## src/adc_capture_pkg.sv

```systemverilog
`default_nettype none

package adc_capture_pkg;

    localparam int SAMPLE_W         = 12;   // one adc sample
    localparam int SAMPLES_PER_WORD = 3;
    localparam int WORD_W           = SAMPLE_W * SAMPLES_PER_WORD;
    localparam int BYTE_W           = 8;    // readout byte
    localparam int COUNT_W          = 16;   // sample counters, presample and max settings
    localparam int DS_W             = 13;   // downsample setting

    typedef logic [SAMPLE_W-1:0] sample_t;
    typedef logic [WORD_W-1:0]   word_t;    // oldest sample in the top bits

    // capture sequence as seen by controller and packer
    typedef enum logic [2:0] {
        idle,
        presamp_filling,
        presamp_full,
        triggered,
        done
    } capture_state_t;

endpackage

`default_nettype wire

```

## src/sample_packer.sv

```systemverilog
`default_nettype none

module sample_packer (
    input  wire                             adc_sampleclk,
    input  wire                             reset,
    input  wire                             clear_i,
    input  wire adc_capture_pkg::capture_state_t state_i,
    input  wire adc_capture_pkg::sample_t   sample_i,
    input  wire                             sample_empty_i,
    input  wire                             word_full_i,
    output logic                            sample_rd_o,
    output adc_capture_pkg::word_t          word_o,
    output logic                            word_wr_o,
    output logic                            idle_o
);

    localparam int LOW_W = adc_capture_pkg::WORD_W - adc_capture_pkg::SAMPLE_W;

    logic [1:0] pack_cnt;   // samples already in the partial word
    logic       draining;

    assign draining = (state_i == adc_capture_pkg::triggered) ||
                      (state_i == adc_capture_pkg::done);

    // a full word buffer simply stalls the drain
    assign sample_rd_o = draining & ~sample_empty_i & ~word_full_i;

    assign idle_o = (pack_cnt == 2'd0) & ~word_wr_o;

    // shift in at the bottom, oldest ends up in 35:24
    always_ff @(posedge adc_sampleclk) begin
        if (sample_rd_o)
            word_o <= {word_o[LOW_W-1:0], sample_i};
    end

    always_ff @(posedge adc_sampleclk) begin
        if (reset || clear_i) begin
            pack_cnt  <= 2'd0;
            word_wr_o <= 1'b0;
        end else begin
            word_wr_o <= 1'b0;
            if (sample_rd_o) begin
                if (pack_cnt == 2'(adc_capture_pkg::SAMPLES_PER_WORD - 1)) begin
                    pack_cnt  <= 2'd0;
                    word_wr_o <= 1'b1;  // word complete next cycle
                end else begin
                    pack_cnt <= pack_cnt + 1'b1;
                end
            end
        end
    end

endmodule

`default_nettype wire

```

## config.mk

```make
export PLATFORM = sky130hd
export DESIGN_NAME = sample_packer
export DESIGN_NICKNAME = d
export VERILOG_FILES = /design/src/adc_capture_pkg.sv /design/src/sample_packer.sv
export SDC_FILE = /design/constraint.sdc
export NUM_CORES = 1
export LEC_CHECK = 0
export BUFFER_PORTS_ARGS = -buffer_cell sky130_fd_sc_hd__buf_2
export CORE_UTILIZATION = 44
export DETAILED_ROUTE_END_ITERATION = 10
export GPL_TIMING_DRIVEN = 0
export PLACE_DENSITY = 0.75
export SETUP_SLACK_MARGIN = 0.1
export SLEW_MARGIN = 20
export SYNTH_ARGS = -nofsm -noshare
export SYNTH_HDL_FRONTEND = slang
export SYNTH_SLANG_ARGS = --single-unit
```

## constraint.sdc

```tcl
create_clock -name adc_sampleclk -period 2.5 [get_ports adc_sampleclk]
set_input_delay 0.25 -clock adc_sampleclk [delete_from_list [all_inputs] [get_ports adc_sampleclk]]
set_output_delay 0.25 -clock adc_sampleclk [all_outputs]
set_load 0.02 [all_outputs]
```

==> results of run 1 <==
==> cell type report <==
class                           instances  area, um2
Clock buffer                            5      37.54
Tap cell                               30      37.54
Multi-Input combinational cell         13      97.59
Clock inverter                          3      20.02
Fill cell                             197      913.4
Timing Repair Buffer                   60      320.3
Sequential cell                        39       1141
==> kinds of logic (layout without fill, tap and decap cells) <==
logic type | count (synthesis) | count (layout)
and+or+nand+nor | 10 | 10
muxes | 2 | 2
buffers and inverters | 0 | 68
DFF | 39 | 39
AOI/OAI and AO/OA | 1 | 1
==> per-stage QoR <==
step | cells | setup TNS (ps) | worst slack, ps | power [W]
2_1_floorplan | 52 | 0 | 139.9 | 0.0007584
3_3_place_gp | 140 | -3508 | -291.3 | 0.0007821
3_5_place_dp | 142 | 0 | 303.5 | 0.0007879
4_1_cts | 150 | 0 | 346.8 | 0.001086
5_1_grt | 150 | 0 | 296.0 | 0.001119
6_report | 150 | 0 | 377.6 | 0.001076
==> synth_stat cells <==
| master | n | area, um2 |
|---|---|---|
| or3b_1 | 1 | 8.760 |
| mux2i_1 | 2 | 20.02 |
| and4b_1 | 1 | 10.01 |
| nor3_1 | 1 | 5.000 |
| nor2_1 | 2 | 7.510 |
| nand2_1 | 3 | 11.26 |
| dfxtp_1 | 3 | 60.06 |
| a211oi_4 | 1 | 20.02 |
| edfxtp_1 | 36 | 1081 |
| nand3b_1 | 2 | 15.01 |
==> state kept, by name (all words and copies together) (netlist names) <==
name,cells
word_o,36
word_wr_o,1
pack_cnt,2
==> power groups by stage <==
| stage | Sequential, W | Clock (W) | Combinational [W] |
|---|---|---|---|
| global route | 0.000724 | 0.000342 | 0.0000535 |
| finish | 0.000722 | 0.000304 | 0.0000499 |
| detailed placement | 0.000737 | 0 | 0.0000507 |
| floorplan | 0.000748 | 0 | 0.0000108 |
| global placement | 0.000737 | 0 | 0.0000451 |
| CTS | 0.000722 | 0.000312 | 0.0000507 |
==> final timing paths <==
check | from | end | slack (ps) | cells after the start
hold / removal | sample_i[11] | word_o[11] | 80 | 1
setup / recovery | state_i[0] | sample_rd_o | 380 | 5
setup reg to reg | pack_cnt[1] | pack_cnt[1] | 1740 | 2
hold reg to reg | word_o[5] | word_o[17] | 450 | 0
==> layer usage <==
layer,part of all wire,global-route usage,vias up
met1,0.37,0.1578,331
met4,0.015,0.1000,0
met5,0,0,-
met3,0.059,0.06011,4
met2,0.55,0.2490,31
li1,-,-,339
==> impl_metrics.tcl, run 1 <==
set metrics [dict create \
    slew_headroom 0.5182 \
    swShare 0.2126 \
    nNetsFinal 139 \
    cts-root-buf "clkbuf_4" \
    p_sw_w 0.0002287 \
    drt_wl_total_mm 2.061 \
    outcome "finished clean" \
    final_cell_mix "buf_2, edfxtp_1, clkbuf_4" \
    syn_area_um2 1239 \
    wl_per_cell_um 13.74 \
    seqPwrFrac 0.671 \
    post-route-min-period_ps 2122 \
    die_h_um 55.06 \
    rsz0062_at_grt "no" \
    antenna_found_initial 0 \
    cts_tree "yes" \
    overflow 0 \
    slew_viol_final 0 \
    die-area_um2 3032 \
    worstSkewPairLatency_ps 330 \
    io_pins 59 \
    num_rows 18 \
    max_stage_delay_ps 670 \
    place_congestion 0.5884 \
    synth_mux_area_frac 0.01616 \
    grt_max_degree 16 \
    arrival_ps 1870 \
    cts.reportedPaths.clkPinSlew_ps 120 \
    first_pass_iters 3 \
    port_buffers 58 \
    cts_resized 0 \
    start_kind "input pin" \
    drive_gt1_frac 0.5750 \
    numCtsBuffers 5 \
    setup_viol 0 \
    core_area_um2 2567 \
    fin_area_um2 1654 \
    grtUsageTotal 0.1509 \
    finalHoldWorstSlack_ps 84.26 \
    clk_path_buf_depth 2 \
    first_iter_violations 4 \
    critPathBufInv 3 \
    cp.required_ps 2250 \
    synth_area_per_cell_um2 23.82 \
    synthCells 52 \
    peakVddDrop_uv 573.6 \
    clock_skew_ps 13.18 \
    slowest_stage "a211oi_4" \
    hold_class "input pin to flop" \
    synth.distinct_cells 10 \
    fin_crit_sh 0.8490 \
    die_x_um 55.06 \
    h-tree-depth 2 \
    syn-num-nets 72 \
    final_common_cell "buf_2" \
    fmax_ghz 0.4712 \
    max_cap_viol_count 0 \
    postCtsSetupRepairBufs 0 \
    drc 0 \
    syn2layout_area_growth_pct 33.54 \
    via_per_inst 4.700 \
    hold_viol 0 \
    cpLargestDelayFamily "compound AO/OA/AOI/OAI gates" \
    grt_pass1_wl_mm 2.904 \
    p_leak_nw 0.6461 \
    critPathKind "input pin to primary output" \
    synthSimpleGateAreaFrac 0.04646 \
    cpMostUsedCell "buf_2" \
    power_frac_clock 0.282 \
    antennaDiodeCount 0 \
    internal_power_w 0.0008470 \
    postCtsHoldBufs 0 \
    dpl.hpwl_mm 1.543 \
    start_util 0.4825 \
    dr_total_vias 705 \
    synth_xor_area_frac 0 \
    worst_pin_slew_ps 720.3 \
    power_frac_comb 0.046 \
    synth_seq_cells 39 \
    crit_fanout 14 \
    p_per_area_nw_per_um2 650.3 \
    synth_top_family_by_area "simple AND/OR/NAND/NOR gates" \
    ys_seq_area_frac 0.9212 \
    crit_chain "buf_2, or3b_1, a211oi_4, buf_8, buf_2" \
    synth-compound-area-share 0.01616 \
    fin_util 0.6443 \
    cts_sinks 39 \
    dpl_cell_area_um2 1597 \
    synthAdderAreaFrac 0 \
    grt_pass1_vias 662 \
    endpoint_kind "primary output" \
    ys_warn_count 0 \
    ant_nets 0 \
]
(Power assumes the default switching activity.)
==> run 2: changes to the inputs <==
Settings changed: ABC_AREA set to 1, PLACE_DENSITY 0.75 to 0.74.
Clock period 2.5 ns to 2 ns, I/O delays scaled along.
==> run 2 against run 1 <==
Against the previous run:
- sequential power is 25% higher
- setup slack worse by 85 ps
- final cell count is 6.7% higher
==> impl_metrics.tcl, run 2 <==
set metrics [dict create \
    startpoint "sample_empty_i" \
    r2r_cells 5 \
    hold_class "input pin to flop" \
    num_rows 18 \
    regArea_um2 1141 \
    die_h_um 55.14 \
    synth_seq_cells 39 \
    worstSkewPairLatency_ps 340 \
    clk_path_buf_depth 2 \
    grt_pass1_wl_mm 2.898 \
    die_x_um 55.14 \
    cp.required_ps 1800 \
    cts.reportedPaths.clkPinSlew_ps 110 \
    clock_skew_ps 11.08 \
    antennaDiodeCount 0 \
    start_util 0.4839 \
    dr_total_vias 762 \
    drt_wl_total_mm 2.147 \
    postCtsSetupRepairBufs 0 \
    yosysTopAreaCellShare 0.8701 \
    p_leak_nw 0.6750 \
    cts_sinks 39 \
    nNetsFinal 149 \
    place_congestion 0.6214 \
    fin_crit_sh 0.8537 \
    fmax_ghz 0.5857 \
    synthArstFlopShare 0 \
    yosys.area.top_type "edfxtp_1" \
    cpLargestDelayFamily "compound AO/OA/AOI/OAI gates" \
    first_pass_iters 4 \
    synth.distinct_cells 10 \
    placed_cells 150 \
    grt_pass1_vias 621 \
    post-route-min-period_ps 1707 \
    drc 0 \
    drive_gt1_frac 0.5154 \
    rsz0062_at_grt "no" \
    largest_reg_flops 36 \
    ys_warn_count 0 \
    fillers 210 \
    final_cell_count_no_fill 160 \
    p_sw_w 0.0002752 \
    outcome "finished clean" \
    slew_headroom 0.3572 \
    synth_area_leaders "edfxtp_1, dfxtp_1, nor2_1, nand3_1, nand2_1" \
    peakVddDrop_uv 645.9 \
    power_frac_clock 0.293 \
    setup_viol 0 \
    cts-root-buf "clkbuf_4" \
    synth_area_per_cell_um2 20.04 \
    start_kind "input pin" \
    antenna_found_initial 0 \
    syn2layout_area_growth_pct 33.84 \
    ys_seq_area_frac 0.9184 \
    cpMostUsedCell "buf_2" \
    finalHoldWorstSlack_ps 29.78 \
    r2r_start "pack_cnt[1]" \
    power_frac_comb 0.048 \
    worst-path-stages 4 \
    critPathBufInv 2 \
    internal_power_w 0.001095 \
    syn-num-nets 82 \
    ant_nets 0 \
    via_per_inst 4.763 \
    netlist_top_cells_count "edfxtp_1, nor2_1, nand2_1" \
    r2r_slack_ps 1190 \
    die-area_um2 3040 \
    max_cap_viol_count 0 \
    crit_fanout 19 \
    power_w 0.001370 \
    critPathKind "input pin to primary output" \
    core_area_um2 2567 \
    max_stage_delay_ps 610 \
    io_pins 59 \
    final_cell_mix "buf_2, edfxtp_1, nor2_1" \
    h-tree-depth 2 \
    swShare 0.2008 \
    hold_viol 0 \
    hold_start "sample_i[5]" \
    overflow 0 \
    seqPwrFrac 0.659 \
    numCtsBuffers 5 \
    synth_ff_type "edfxtp_1" \
    p_per_area_nw_per_um2 824.1 \
    grtUsageTotal 0.1567 \
    endpoint_kind "primary output" \
    synth-edff-count 36 \
    cts_resized 0 \
    r2r-end "pack_cnt[0]" \
    multi_input_area_um2 112.6 \
    synth_most_common_cell "edfxtp_1" \
    wl_per_cell_um 13.42 \
    arrival_ps 1510 \
    crit_chain "buf_2, nor2_1, a21boi_4, buf_2" \
    syn_area_um2 1242 \
    slew_viol_final 0 \
    first_iter_violations 20 \
    final_common_cell "buf_2" \
    cts_tree "yes" \
    largestRegisters "word_o (36), pack_cnt (2), word_wr_o (1)" \
    cp-endpoint "sample_rd_o" \
    worst_pin_slew_ps 958.6 \
    port_buffers 58 \
    grt_max_degree 20 \
    slowest_stage "a21boi_4" \
    synthCells 62 \
    regMostFlops "word_o" \
]
## run 2: worst min-delay path by stage
stage / end / slack, ps / cells past startpoint
2_1_floorplan: word_o[0] / 300 / 0
3_3_place_gp: word_o[0] / 380 / 1
3_5_place_dp: word_o[6] / 380 / 1
4_1_cts: word_o[5] / 10 / 1
5_1_grt: word_o[2] / 0.8 / 1
6_report: word_o[5] / 30 / 1
## run 2: through the flow
| stage | setup slack, ps | utilization | TNS [ps] | area, um2 |
|---|---|---|---|---|
| 3_3_place_gp | 20.07 | 0.6160 | 0 | 1582 |
| 2_1_floorplan | 362.6 | - | 0 | 1254 |
| 5_1_grt | 160.6 | 0.6477 | 0 | 1663 |
| 6_report | 292.7 | 0.6477 | 0 | 1663 |
| 4_1_cts | 260.1 | 0.6438 | 0 | 1653 |
| 3_5_place_dp | -71.14 | 0.6160 | -71.14 | 1582 |
## run 2: area by class of cell
cell class,count,area share
clock buffers,7,0.03311
repair buffers,59,0.1806
clock inverters,1,0.003010
well taps,30,0.02257
inverters,3,0.006772
flip-flops and latches,39,0.6862
multi-input cells,21,0.06772
## run 2: power groups by stage
stage | Clock, W | Sequential (W) | Combinational, W
after floorplan | 0 | 0.000934 | 0.0000174
after global placement | 0 | 0.000921 | 0.0000598
after global routing | 0.000457 | 0.000904 | 0.0000725
final | 0.000401 | 0.000903 | 0.0000664
after CTS | 0.000416 | 0.000903 | 0.0000655
after detailed placement | 0 | 0.000922 | 0.0000631
## run 2: cell families after synthesis
kind of cell,count (synthesis),synth area share
AOI/OAI and AO/OA,3,0.01410
and+or+nand+nor,17,0.05841
buffers and inverters,3,0.009063
DFF,39,0.9184
## run 2: routing by layer
metal  vias to the layer above  track usage  share of wire
li1                        364            -              -
met1                       347       0.1670           0.36
met2                        46       0.2510           0.51
met3                         5      0.09563           0.11
met4                         0      0.06250          0.015
met5                         -            0              0
## run 2: timing repair
action	CTS	global route
hold endpoints to repair	0	1
endpoints found under the setup margin	1	0
hold buffers	0	1
==> run 3: changes to the inputs <==
Settings changed: CORE_UTILIZATION 44 to 47, CTS_BUF_LIST set to sky130_fd_sc_hd__clkbuf_4, PLACE_DENSITY 0.74 to 0.79, TNS_END_PERCENT set to 50.
==> run 3 against run 2 <==
Against the previous run:
- maximum frequency is 0.72% higher
- sequential share of layout area up 0.42 points
- clock-buffer cell count is 1 higher
- die area is 6.2% lower
- utilization up 2.0 points
==> impl_metrics.tcl, run 3 (synthesis results as in run 2) <==
set metrics [dict create \
    hold_class "input pin to flop" \
    setup_ws_ps 304.9 \
    die-area_um2 2853 \
    cpLargestDelayFamily "compound AO/OA/AOI/OAI gates" \
    postCtsSetupRepairBufs 0 \
    wl_per_cell_um 12.99 \
    start_kind "input pin" \
    slew_viol_final 0 \
    first_pass_iters 4 \
    peakVddDrop_uv 651.5 \
    port_buffers 58 \
    crit_fanout 19 \
    cts_resized 0 \
    antenna_found_initial 0 \
    rsz0062_at_grt "no" \
    worstSkewPairLatency_ps 330 \
    via_per_inst 4.704 \
    core_area_um2 2477 \
    num_rows 18 \
    die_x_um 53.42 \
    cts_sinks 39 \
    final_common_cell "buf_2" \
    post-route-min-period_ps 1695 \
    largest_reg_flops 36 \
    grt_max_degree 20 \
    antennaDiodeCount 0 \
    regMostFlops "word_o" \
    crit_chain "buf_2, nor2_1, a21boi_4, buf_2" \
    numCtsBuffers 5 \
    finalHoldWorstSlack_ps 39.29 \
    largestRegisters "word_o (36), pack_cnt (2), word_wr_o (1)" \
    p_leak_nw 0.6723 \
    p_per_area_nw_per_um2 822.9 \
    overflow 0 \
    nNetsFinal 148 \
    start_util 0.5015 \
    first_iter_violations 18 \
    critPathBufInv 2 \
    fillers 191 \
    place_congestion 0.6433 \
    syn2layout_area_growth_pct 33.03 \
    max_stage_delay_ps 600 \
    fmax_ghz 0.5899 \
    drt_wl_total_mm 2.066 \
    cts.reportedPaths.clkPinSlew_ps 100 \
    cts-root-buf "clkbuf_4" \
    endpoint_kind "primary output" \
    critPathKind "input pin to primary output" \
    fin_crit_sh 0.8475 \
    max_cap_viol_count 0 \
    clock_skew_ps 8.644 \
    final_cell_mix "buf_2, edfxtp_1, nor2_1, clkbuf_4, nand2_1" \
    arrival_ps 1500 \
    postCtsHoldBufs 0 \
    drc 0 \
    grt_pass1_wl_mm 2.884 \
    cp.required_ps 1800 \
    cpMostUsedCell "buf_2" \
    grtUsageTotal 0.1626 \
    die_h_um 53.42 \
    setup_viol 0 \
    grt_pass1_vias 656 \
    h-tree-depth 2 \
    cts_tree "yes" \
    hold_viol 0 \
    pre_cts_slack_ps -15.92 \
    outcome "finished clean" \
    io_pins 59 \
    dr_total_vias 748 \
    multi_input_area_um2 112.6 \
    worst_pin_slew_ps 916.4 \
    slew_headroom 0.3855 \
    ant_nets 0 \
    slowest_stage "a21boi_4" \
    dpl.hpwl_mm 1.478 \
    clk_path_buf_depth 2 \
    regArea_um2 1141 \
    drive_gt1_frac 0.5271 \
]
run 3: where the power goes:
| part | switching [W] | internal, W |
|---|---|---|
| Sequential | 0.00000474 | 0.000898 |
| Combinational | 0.0000389 | 0.0000251 |
| Clock | 0.000212 | 0.000181 |
run 3: metrics by stage:
step / util / instances / setup TNS (ps) / power (W) / cell area (um2)
after global placement: 0.6384 / 150 / 0 / 0.0009802 / 1582
after detailed placement: 0.6384 / 150 / -15.92 / 0.0009842 / 1582
after global routing: 0.6672 / 159 / 0 / 0.001417 / 1653
after floorplan: - / 62 / 0 / 0.0009515 / 1254
after CTS: 0.6672 / 159 / 0 / 0.001377 / 1653
final: 0.6672 / 159 / 0 / 0.001360 / 1653
run 3: worst paths after layout:
path / startpoint / endpoint / slack, ps / cells past startpoint
max: sample_empty_i / sample_rd_o / 300 / 4
max reg2reg: pack_cnt[1] / pack_cnt[0] / 1180 / 5
min reg2reg: word_o[6] / word_o[18] / 440 / 0
min: sample_i[10] / word_o[10] / 40 / 1
run 3: layout make-up:
type / instances / share of cell area
clock buffer: 8 / 0.03634
inverter: 3 / 0.006813
multi-input combinational: 21 / 0.06813
sequential: 39 / 0.6904
tap: 30 / 0.02271
timing repair buffer: 58 / 0.1756
run 3: metal layers:
layer  GRT usage  vias to the layer above  wire, um
li1            -                      362         -
met1      0.1618                      335       805
met2      0.2667                       47      1038
met3     0.08621                        4       186
met4     0.09211                        0        35
met5           0                        -         0
